$ cat src/include/mpmem_cfg.svh
`ifndef MPMEM_CFG_SVH
`define MPMEM_CFG_SVH

// Pivot bank geometry
`define MP_NUM_BANKS   4
`define MP_BANK_BITS   2
`define MP_NUM_ROWS    16
`define MP_ROW_BITS    4

`define MP_DATA_WIDTH  16

// Pending write queue
`define MP_QUEUE_DEPTH 8
`define MP_QUEUE_BITS  4

`endif
$ cat src/hw/mpmem_addr_pkg.sv
`include "mpmem_cfg.svh"

package mpmem_addr_pkg;

  typedef logic [`MP_BANK_BITS-1:0] bank_t;
  typedef logic [`MP_ROW_BITS-1:0] row_t;

  // Bank sits in the upper address bits
  typedef struct packed {
    bank_t bank;
    row_t  row;
  } addr_t;

  typedef logic [`MP_DATA_WIDTH-1:0] data_t;

endpackage

$ cat src/hw/mpmem_route_pkg.sv
`include "mpmem_cfg.svh"

package mpmem_route_pkg;

  import mpmem_addr_pkg::*;

  // Names the bank whose data the cache row currently holds
  typedef struct packed {
    logic  vld;
    bank_t bank;
  } map_entry_t;

  typedef enum logic [1:0] {
    ROUTE_IDLE,
    ROUTE_PIVOT,
    ROUTE_CACHE
  } route_t;

  typedef logic [`MP_QUEUE_BITS-1:0] qcount_t;

endpackage

$ cat src/hw/drain_ctrl.sv
module drain_ctrl import mpmem_addr_pkg::*, mpmem_route_pkg::*; (
  input  qcount_t    count,
  input  logic       rd_en,
  input  addr_t      rd_addr,
  input  logic       head0_vld,
  input  addr_t      head0_addr,
  input  data_t      head0_data,
  input  logic       head1_vld,
  input  addr_t      head1_addr,
  input  data_t      head1_data,
  input  map_entry_t map0,
  input  map_entry_t map1,
  input  data_t      cache1_data,
  output logic [1:0] deq_cnt,
  output logic       pa_wr,
  output bank_t      pa_bank,
  output row_t       pa_row,
  output data_t      pa_data,
  output logic       pb_wr,
  output bank_t      pb_bank,
  output row_t       pb_row,
  output data_t      pb_data,
  output logic       map_wr,
  output row_t       map_row,
  output map_entry_t map_data,
  output logic       cache_wr,
  output row_t       cache_row,
  output data_t      cache_data
);

  logic   deq_two;
  logic   e2_vld;
  addr_t  e2_addr;
  data_t  e2_data;
  logic   e2_conflict;
  logic   evict;
  logic   clear_map;
  route_t e1_route;
  route_t e2_route;

  // Two drains only when no read holds a bank and the rows differ
  assign deq_two = !rd_en && count >= qcount_t'(2) && head0_addr.row != head1_addr.row;
  assign deq_cnt = deq_two ? 2'd2 : (count != '0) ? 2'd1 : 2'd0;

  // E2 is the last entry drained, E1 exists only on a double drain
  assign e2_vld  = deq_two ? head1_vld : head0_vld;
  assign e2_addr = deq_two ? head1_addr : head0_addr;
  assign e2_data = deq_two ? head1_data : head0_data;

  // Cache already holds E1's bank at that row
  assign e1_route = !deq_two ? ROUTE_IDLE :
                    (map0.vld && map0.bank == head0_addr.bank) ? ROUTE_CACHE : ROUTE_PIVOT;

  assign e2_conflict = (e1_route == ROUTE_PIVOT && head0_addr.bank == e2_addr.bank) ||
                       (rd_en && rd_addr.bank == e2_addr.bank);
  assign e2_route    = !e2_vld ? ROUTE_IDLE : e2_conflict ? ROUTE_CACHE : ROUTE_PIVOT;

  // Cache row owned by another bank goes home first
  assign evict     = e2_route == ROUTE_CACHE && map1.vld && map1.bank != e2_addr.bank;
  // Stale cache copy of E2's bank
  assign clear_map = e2_route == ROUTE_PIVOT && map1.vld && map1.bank == e2_addr.bank;

  assign pa_wr   = e1_route == ROUTE_PIVOT;
  assign pa_bank = head0_addr.bank;
  assign pa_row  = head0_addr.row;
  assign pa_data = head0_data;

  assign pb_wr   = e2_route == ROUTE_PIVOT || evict;
  assign pb_bank = evict ? map1.bank : e2_addr.bank;
  assign pb_row  = e2_addr.row;
  assign pb_data = evict ? cache1_data : e2_data;

  assign map_wr   = e2_route == ROUTE_CACHE || clear_map;
  assign map_row  = e2_addr.row;
  assign map_data = clear_map ? '0 : map_entry_t'{vld: 1'b1, bank: e2_addr.bank};

  assign cache_wr   = e1_route == ROUTE_CACHE || e2_route == ROUTE_CACHE;
  assign cache_row  = (e1_route == ROUTE_CACHE) ? head0_addr.row : e2_addr.row;
  assign cache_data = (e1_route == ROUTE_CACHE) ? head0_data : e2_data;

  // A cached E1 leaves E2 without a bank conflict
  always_comb begin
    if (e1_route == ROUTE_CACHE) begin
      assert final (e2_route != ROUTE_CACHE);
    end
  end

endmodule

$ cat src/hw/mpmem_top.sv
`include "mpmem_cfg.svh"

module mpmem_top import mpmem_addr_pkg::*; (
  input  logic       clk,
  input  logic       rstvld,
  input  logic [1:0] wr_en,
  input  addr_t      wr_addr0,
  input  addr_t      wr_addr1,
  input  data_t      wr_data0,
  input  data_t      wr_data1,
  input  logic       rd_en,
  input  addr_t      rd_addr,
  output logic       rd_vld,
  output data_t      rd_data,
  output logic       ready
);

  logic [1:0]                wr_en_g;
  logic                      rd_en_g;
  logic [`MP_QUEUE_BITS-1:0] count;
  logic [1:0]                deq_cnt;
  logic                      head0_vld, head1_vld;
  addr_t                     head0_addr, head1_addr;
  data_t                     head0_data, head1_data;
  logic                      rd_hit;
  data_t                     rd_hit_data;
  logic [`MP_BANK_BITS:0]    map0, map1, map_data, rd_map;
  logic                      map_wr, cache_wr, init_busy;
  row_t                      lookup_row1, map_row, cache_row;
  data_t                     cache1_data, cache_data, rd_cache, pivot_data;
  logic                      pa_wr, pb_wr;
  bank_t                     pa_bank, pb_bank;
  row_t                      pa_row, pb_row;
  data_t                     pa_data, pb_data;

  // Requests count only while ready is up
  assign wr_en_g = wr_en & {2{ready}};
  assign rd_en_g = rd_en & ready;

  // Second lookup follows the entry drained last
  assign lookup_row1 = (deq_cnt == 2'd2) ? head1_addr.row : head0_addr.row;

  write_queue i_write_queue (
    .push_en(wr_en_g), .push_addr0(wr_addr0), .push_addr1(wr_addr1),
    .push_data0(wr_data0), .push_data1(wr_data1), .*
  );

  drain_ctrl i_drain_ctrl (.rd_en(rd_en_g), .*);

  row_store i_row_store (
    .rd_row(rd_addr.row), .row0(head0_addr.row), .row1(lookup_row1), .*
  );

  pivot_banks i_pivot_banks (
    .rd_bank(rd_addr.bank), .rd_row(rd_addr.row), .rd_data(pivot_data), .*
  );

  read_path i_read_path (.rd_en(rd_en_g), .*);

endmodule

$ cat src/hw/pivot_banks.sv
`include "mpmem_cfg.svh"

module pivot_banks import mpmem_addr_pkg::*; (
  input  logic  clk,
  input  bank_t rd_bank,
  input  row_t  rd_row,
  input  logic  pa_wr,
  input  bank_t pa_bank,
  input  row_t  pa_row,
  input  data_t pa_data,
  input  logic  pb_wr,
  input  bank_t pb_bank,
  input  row_t  pb_row,
  input  data_t pb_data,
  output data_t rd_data
);

  data_t mem [`MP_NUM_BANKS][`MP_NUM_ROWS];

  always_ff @(posedge clk) begin
    if (pa_wr) begin
      mem[pa_bank][pa_row] <= pa_data;
    end
    if (pb_wr) begin
      mem[pb_bank][pb_row] <= pb_data;
    end
  end

  assign rd_data = mem[rd_bank][rd_row];

  // Drained entries never share a row, so neither can evictions
  assert property (@(posedge clk)
    pa_wr && pb_wr |-> (pa_bank != pb_bank || pa_row != pb_row));

endmodule

$ cat src/hw/read_path.sv
`include "mpmem_cfg.svh"

module read_path import mpmem_addr_pkg::*, mpmem_route_pkg::*; (
  input  logic       clk,
  input  logic       rstvld,
  input  logic       rd_en,
  input  addr_t      rd_addr,
  input  logic       rd_hit,
  input  data_t      rd_hit_data,
  input  map_entry_t rd_map,
  input  data_t      rd_cache,
  input  data_t      pivot_data,
  input  logic       init_busy,
  input  qcount_t    count,
  output logic       rd_vld,
  output data_t      rd_data,
  output logic       ready
);

  data_t rd_sel;

  // Queue first, then the cache if it holds this bank's row
  assign rd_sel = rd_hit ? rd_hit_data :
                  (rd_map.vld && rd_map.bank == rd_addr.bank) ? rd_cache : pivot_data;

  // One below the limit since the count is a cycle old when ready is seen
  always_ff @(posedge clk) begin
    if (rstvld) begin
      rd_vld <= 1'b0;
      ready  <= 1'b0;
    end else begin
      rd_vld <= rd_en;
      ready  <= !init_busy && count < qcount_t'(`MP_QUEUE_DEPTH - 2);
    end
  end

  always_ff @(posedge clk) begin
    if (rd_en) begin
      rd_data <= rd_sel;
    end
  end

  assert property (@(posedge clk) disable iff (rstvld)
    ready |-> count <= qcount_t'(`MP_QUEUE_DEPTH - 2));

endmodule

$ cat src/hw/row_store.sv
`include "mpmem_cfg.svh"

module row_store import mpmem_addr_pkg::*, mpmem_route_pkg::*; (
  input  logic       clk,
  input  logic       rstvld,
  input  row_t       rd_row,
  input  row_t       row0,
  input  row_t       row1,
  input  logic       map_wr,
  input  row_t       map_row,
  input  map_entry_t map_data,
  input  logic       cache_wr,
  input  row_t       cache_row,
  input  data_t      cache_data,
  output map_entry_t rd_map,
  output data_t      rd_cache,
  output map_entry_t map0,
  output map_entry_t map1,
  output data_t      cache1_data,
  output logic       init_busy
);

  map_entry_t             map_mem [`MP_NUM_ROWS];
  data_t                  cache_mem [`MP_NUM_ROWS];
  logic [`MP_ROW_BITS:0]  sweep_cnt;
  row_t                   sweep_row;

  assign init_busy = sweep_cnt < (`MP_ROW_BITS+1)'(`MP_NUM_ROWS);
  assign sweep_row = sweep_cnt[`MP_ROW_BITS-1:0];

  always_ff @(posedge clk) begin
    if (rstvld) begin
      sweep_cnt <= '0;
    end else if (init_busy) begin
      sweep_cnt <= sweep_cnt + 1'b1;
    end
  end

  // Sweep owns both write ports until every row is clear
  always_ff @(posedge clk) begin
    if (init_busy) begin
      map_mem[sweep_row]   <= '0;
      cache_mem[sweep_row] <= '0;
    end else begin
      if (map_wr) begin
        map_mem[map_row] <= map_data;
      end
      if (cache_wr) begin
        cache_mem[cache_row] <= cache_data;
      end
    end
  end

  assign rd_map      = map_mem[rd_row];
  assign rd_cache    = cache_mem[rd_row];
  assign map0        = map_mem[row0];
  assign map1        = map_mem[row1];
  assign cache1_data = cache_mem[row1];

  // Queue stays empty while the host waits for ready
  assert property (@(posedge clk) disable iff (rstvld)
    init_busy |-> !map_wr && !cache_wr);

endmodule

$ cat src/hw/write_queue.sv
`include "mpmem_cfg.svh"

module write_queue import mpmem_addr_pkg::*, mpmem_route_pkg::*; (
  input  logic       clk,
  input  logic       rstvld,
  input  logic [1:0] push_en,
  input  addr_t      push_addr0,
  input  addr_t      push_addr1,
  input  data_t      push_data0,
  input  data_t      push_data1,
  input  logic [1:0] deq_cnt,
  input  addr_t      rd_addr,
  output qcount_t    count,
  output logic       head0_vld,
  output addr_t      head0_addr,
  output data_t      head0_data,
  output logic       head1_vld,
  output addr_t      head1_addr,
  output data_t      head1_data,
  output logic       rd_hit,
  output data_t      rd_hit_data
);

  addr_t   q_addr [`MP_QUEUE_DEPTH];
  data_t   q_data [`MP_QUEUE_DEPTH];
  logic    push0;
  logic    push1;
  qcount_t base;

  // Port 1 wins when both ports hit one address
  assign push0 = push_en[0] && !(push_en[1] && push_addr0 == push_addr1);
  assign push1 = push_en[1];
  assign base  = count - qcount_t'(deq_cnt);

  always_ff @(posedge clk) begin
    if (rstvld) begin
      count <= '0;
    end else begin
      count <= base + qcount_t'(push0) + qcount_t'(push1);
    end
  end

  // Survivors slide toward the head, new entries land right behind them
  always_ff @(posedge clk) begin
    for (int i = 0; i < `MP_QUEUE_DEPTH; i++) begin
      if (push0 && i == int'(base)) begin
        q_addr[i] <= push_addr0;
        q_data[i] <= push_data0;
      end else if (push1 && i == int'(base) + int'(push0)) begin
        q_addr[i] <= push_addr1;
        q_data[i] <= push_data1;
      end else if (i + int'(deq_cnt) < `MP_QUEUE_DEPTH) begin
        q_addr[i] <= q_addr[i + int'(deq_cnt)];
        q_data[i] <= q_data[i + int'(deq_cnt)];
      end
    end
  end

  assign head0_vld  = count != '0;
  assign head0_addr = q_addr[0];
  assign head0_data = q_data[0];
  assign head1_vld  = count > qcount_t'(1);
  assign head1_addr = q_addr[1];
  assign head1_data = q_data[1];

  // Oldest to newest so the last match sticks
  always_comb begin
    rd_hit      = 1'b0;
    rd_hit_data = '0;
    for (int i = 0; i < `MP_QUEUE_DEPTH; i++) begin
      if (i < int'(count) && q_addr[i] == rd_addr) begin
        rd_hit      = 1'b1;
        rd_hit_data = q_data[i];
      end
    end
  end

  // Host back-pressure has to keep occupancy within the queue
  assert property (@(posedge clk) disable iff (rstvld)
    count <= qcount_t'(`MP_QUEUE_DEPTH));

endmodule

$ cat config.mk
export PLATFORM = sky130hd
export DESIGN_NAME = mpmem_top
export DESIGN_NICKNAME = d
export VERILOG_FILES = /design/src/hw/mpmem_addr_pkg.sv /design/src/hw/mpmem_route_pkg.sv /design/src/hw/drain_ctrl.sv /design/src/hw/mpmem_top.sv /design/src/hw/pivot_banks.sv /design/src/hw/read_path.sv /design/src/hw/row_store.sv /design/src/hw/write_queue.sv
export VERILOG_INCLUDE_DIRS = /design/src /design/src/include
export SDC_FILE = /design/constraint.sdc
export NUM_CORES = 2
export LEC_CHECK = 0
export BUFFER_PORTS_ARGS = -buffer_cell sky130_fd_sc_hd__buf_2
export CORE_AREA = 2 2 418 420
export CTS_BUF_LIST = sky130_fd_sc_hd__clkbuf_4 sky130_fd_sc_hd__clkbuf_8
export DETAILED_ROUTE_END_ITERATION = 7
export DIE_AREA = 0 0 420 422
export PLACE_DENSITY = 0.74
export SLEW_MARGIN = 20
export SYNTH_ARGS = -nofsm -noshare
export SYNTH_HDL_FRONTEND = slang
export SYNTH_SLANG_ARGS = --single-unit
$ cat constraint.sdc
create_clock -name clk -period 7.45 [get_ports clk]
set_input_delay 1.49 -clock clk [delete_from_list [all_inputs] [get_ports clk]]
set_output_delay 1.49 -clock clk [all_outputs]
set_load 0.005 [all_outputs]
# == Word-level counts from Yosys, hierarchy flattened ==
# Memory sizes are Yosys's and may differ from the RTL's.
# Index checks and enable logic that the tools add are counted.
# word_totals
reg_bits,27
latch_bits,0
ramBits,1504
romBits,0
in_bits,55
wordCells,332
memories,5
# op_classes
addsub,12
multipliers,0
n_div,0
n_lt_le_gt_ge,25
n_eq_ne,35
shifts,0
mux,162
bitwise,37
reduce_logical,51
# memory_table
name,depth,word_bits,read_ports,rd_ports_with_merged_regs,write_ports,line,text
i_pivot_banks.mem,4,256,1,0,2,pivot_banks.sv:18,data_t mem [`MP_NUM_BANKS][`MP_NUM_ROWS];
i_row_store.cache_mem,16,16,2,0,1,row_store.sv:24,data_t cache_mem [`MP_NUM_ROWS];
i_write_queue.q_data,8,16,16,0,8,write_queue.sv:25,data_t q_data [`MP_QUEUE_DEPTH];
i_row_store.map_mem,16,3,3,0,1,row_store.sv:23,map_entry_t map_mem [`MP_NUM_ROWS];
i_write_queue.q_addr,8,6,16,0,8,write_queue.sv:24,addr_t q_addr [`MP_QUEUE_DEPTH];
# op_table
operator,n
$mux 16,34
$mux 256,2
$lt 32x5->1 const B,7
$demux 16 s4,2
$eq 4x32->1 const A,4
$mux 6,17
$mux 1,94
$bmux 16 s4,1
$eq 3x32->1 const A,2
$eq 6x6->1,9
$logic_and 1x1->1,39
$eq 2x32->1 const A,1
$logic_not 32->1,1
$or 1x1->1,32
$add 3x2->4 const A,4
$eq 4x4->1 const A,4
$lt 3x4->1 const A,4
$mux 4,4
$reduce_or 16->1,1
$ge 5x5->1 const B,3
$not 4->5,3
$mux 2,6
$eq 2x2->1,5
$lt 5x1->1 const B,2
other kinds (27),41

# == Longest topological paths before layout ==
# An unclocked memory read counts as a cell.
# logic_depth
word_depth,20
mapped_depth,25

# == Hierarchy ==
# From an unflattened synthesis, not the netlist that was laid out.
# unflattened
hier_cells,5879
hier_area_um2,87009.7
# modules_own_cells
module,n_inst,cells_per_inst,area_each_um2,seq_area_each_um2
pivot_banks,1,3239,53159.7,30749.5
write_queue,1,1595,16520.8,5365.1
row_store,1,776,14689.1,9228.9
drain_ctrl,1,162,1390.1,0.0
read_path,1,99,1157.4,520.5
mpmem_top,1,8,92.6,0.0

# == Least setup slack after synthesis ==
# OpenSTA, ideal clock, no wires.
# synth_timing
path_type,input-to-reg
startpoint,input rd_en
endpoint,"memory i_write_queue.q_addr[7][0] in the netlist's numbering, data pin"
setup_ns,0.275
arrival_ns,6.383
slack_ns,0.791
stages,19
n_path_buf,6
cell_sequence,nand2_1 nand2_2 nor2_2 buf_1 buf_1 clkbuf_1 clkbuf_1 fa_1 inv_1 ha_1 inv_1 a2bb2oi_1 nor2_1 nand3_1 a21oi_1 clkbuf_1 clkbuf_1 mux2i_1 mux2i_1
# synth_lines
element,line,text
start: declaration,mpmem_top.sv:11,"input logic rd_en,"
end: declaration,write_queue.sv:24,

==> flow_metrics.tcl <==
set metrics [dict create \
    hold_start "i_row_store.sweep_cnt[0]$_SDFFE_PP0N_" \
    p_sw_mw 18.6 \
    endpoint_kind "register" \
    routed_wl_um 276000 \
    grt_max_degree 132 \
    async_flop_share 0 \
    holdWs_ps 563 \
    dr.pass1.iters 8 \
    yosysSeqAreaShare 0.535 \
    clkLatencyLatePin_ps 1050 \
    coreArea_um2 173000 \
    finalCritPeriodShare 0.818 \
    cts_resized 0 \
    area_delta_synth_final_pct 10.2 \
    place_hpwl_um 168000 \
    via_per_inst 6.86 \
    reg2reg_depth 12 \
    synth_flop_cell "edfxtp_1" \
    tns_ps 0 \
    wl_per_cell_um 32.3 \
    ff_latch_area_um2 45900 \
    io_buffers 72 \
    cts-hold-fix-buffers 0 \
    multi_input_area_um2 37700 \
    numCtsBuffers 278 \
    arrival_ps 6780 \
    htreeDepth 5 \
    ir_drop_uv 459 \
    reg2reg_from "i_write_queue.count[2]$_SDFF_PP0_" \
    r2r_setup_slack_ps 1360 \
    grt_usage 0.307 \
    slew_headroom 0.171 \
    power.internal_mw 23.6 \
    drtIter0Drc 9160 \
    cts_root_buf "clkbuf_8" \
    cap_violations 0 \
    synth_edf_count 1520 \
    dieArea_um2 177000 \
    gp_congestion 0.972 \
    synth_area_um2 85700 \
    grt_pass1_vias 56900 \
    hold_depth 2 \
    ys_types 89 \
    hp-class "reg2reg" \
    min_period_ps 6090 \
    power.total_mw 42.2 \
    dpl.cell_count 8078 \
    synth.top_cell.area_share 0.532 \
    path_clk_slew_ps 60 \
    io_pins 73 \
    cp-start-kind "register" \
    p_sw_frac 0.440 \
    synth.ff_latch_count 1531 \
    tightest_slew_ps 1240 \
    clock.fmax_mhz 164 \
    fin_nets 6097 \
    power_frac_comb 0.508 \
    hold_viol_final 0 \
    p_per_area_nw_per_um2 447 \
    pwr-share-clk 0.183 \
    power.leakage_nw 31.7 \
    power_frac_seq 0.309 \
    ys_warn_count 0 \
    avgSynthCellArea_um2 14.2 \
    final_antenna_net_count 0 \
    vias 58700 \
    yosysTopAreaCell "edfxtp_1" \
    antenna_found_initial 24 \
    setup_viol 0 \
    grt_pass1_wl_um 396000 \
    cts_buffer_depth 4 \
    synth_area_leaders "edfxtp_1 (53%), mux4_2 (12%), mux2_2 (11%), mux2_4 (2.2%), clkbuf_1 (2.1%)" \
    cts_setup_buffers 0 \
    gr-total-overflow 0 \
    synth_cells 6018 \
    final_cells 8555 \
    slew_violations 0 \
    crit_fanout 17 \
    drive_gt1_frac 0.378 \
    clock_sinks 1531 \
    die_h_um 422 \
    start_util 0.496 \
    status "completed" \
    critPathKind "reg2reg" \
    cts_tree "yes" \
    cp.required_ps 8140 \
    hold_end "i_row_store.sweep_cnt[0]$_SDFFE_PP0N_" \
    row_count 153 \
    final.fill_count 13600 \
    post-route-drc-count 0 \
    finClkSkew_ps 112 \
    rsz0062_at_grt "no" \
    reg2reg_to "i_pivot_banks.mem[2][246]$_DFFE_PP_" \
    die_w_um 420 \
]
-- cell usage after synthesis, types with 82 or more instances --
library cell  count
mux2i_1         166
nor2_1          269
mux4_2          439
mux2_4          126
mux2_2          858
buf_2            94
clkbuf_1        476
o21ai_0         176
edfxtp_1       1520
nand3_1         143
nand2_1         473
mux2_1           90
a21oi_1         212
and3_1           82
-- worst max-delay path by stage --
stage                                                    start                              endpoint  slack, ps  cells after the start
after floorplan                                          rd_en  i_write_queue.q_addr[7][0]$_DFFE_PP_        790                     19
after global placement                                   rd_en   i_pivot_banks.mem[2][167]$_DFFE_PP_        960                     13
after detailed placement                                 rd_en   i_pivot_banks.mem[2][168]$_DFFE_PP_        860                     13
after CTS                    i_write_queue.count[2]$_SDFF_PP0_   i_pivot_banks.mem[2][246]$_DFFE_PP_       1580                     12
after global routing      i_write_queue.q_addr[0][0]$_DFFE_PP_  i_write_queue.q_data[5][1]$_DFFE_PP_       1270                     15
final                        i_write_queue.count[2]$_SDFF_PP0_   i_pivot_banks.mem[2][246]$_DFFE_PP_       1360                     12
-- power by group through the flow --
stage	Clock (mW)	Sequential, mW	Combinational (mW)
after floorplan	0	12.8	13.6
after global placement	0	13.1	20.1
after detailed placement	0	13.1	20.6
after CTS	7.75	13.0	20.7
after global routing	8.10	13.1	22.2
final	7.72	13.0	21.4
-- worst max-delay path, cell delays in order (launching register included) --
cell       delay [ps]
dfxtp_1           420
or3_1             610
nand2_2           370
buf_4             300
mux2_2            350
a311oi_1          250
a221oi_1          160
or3_1             590
a41oi_4           910
buf_4             300
o2111ai_4         390
o21ai_1           750
buf_4             320
-- cells by family after synthesis --
kind of cell,share of synthesized area
compound gates,0.0770
fa+ha+maj,0.00134
flops,0.535
other cells,0.0000437
simple gates,0.0607
xor+xnor,0.00721
mux,0.283
buf+inv,0.0354
-- sequential cells by signal, summed over array words and instances (netlist names) --
signal,count
i_row_store.map_mem,48
i_read_path.ready,1
i_pivot_banks.mem,1024
i_row_store.cache_mem,256
i_write_queue.q_data,128
i_write_queue.q_addr,48
i_row_store.sweep_cnt,5
i_read_path.rd_data,16
i_read_path.rd_vld,1
i_write_queue.count,4
-- cell usage in the layout (no fill, tap or decap), types with 25 or more instances in the layout --
master,netlist,layout
mux2_4,126,126
mux4_2,439,439
nand3_1,143,142
inv_1,25,25
a311oi_1,34,34
xor2_1,36,36
o31ai_1,37,35
o21ai_0,176,145
a31oi_1,25,25
mux2_2,858,858
o2111ai_4,25,28
buf_4,10,255
edfxtp_1,1520,1520
nor3_1,45,42
conb_1,1,66
o22ai_1,37,37
a21oi_1,212,209
a221oi_1,45,45
clkbuf_4,0,89
clkbuf_8,0,285
a211oi_1,60,60
nor2_1,269,258
mux2i_1,166,163
o21ai_1,3,32
xnor2_1,32,32
and3_1,82,82
nand4_1,26,26
nand2_1,473,471
mux2_1,90,90
buf_2,94,67
clkinv_1,1,58
-- metal layers --
| layer | part of all wire | vias to the layer above | global-route usage |
|---|---|---|---|
| met5 | 0.00023 | - | 0 |
| met4 | 0.062 | 10 | 0.169 |
| met3 | 0.14 | 911 | 0.0871 |
| met2 | 0.44 | 4574 | 0.454 |
| met1 | 0.36 | 29500 | 0.407 |
| li1 | - | 23700 | - |
-- final cells by class --
class	count	share of cell area
inverter	28	0.00111
clock buffer	374	0.0486
clock inverter	88	0.00542
timing repair buffer	348	0.0291
antenna	14	0.000371
tap	2325	0.0308
sequential	1531	0.485
multi-input combinational	3847	0.399
-- stage by stage --
stage / util / setup slack, ps / cell area [um^2]
5_1_grt: 0.547 / 1270 / 94500
3_5_place_dp: 0.517 / 862 / 89300
3_3_place_gp: 0.517 / 960 / 89300
2_1_floorplan: - / 791 / 86000
6_report: 0.547 / 1360 / 94500
4_1_cts: 0.546 / 1580 / 94400
(Power assumes the default switching activity.)
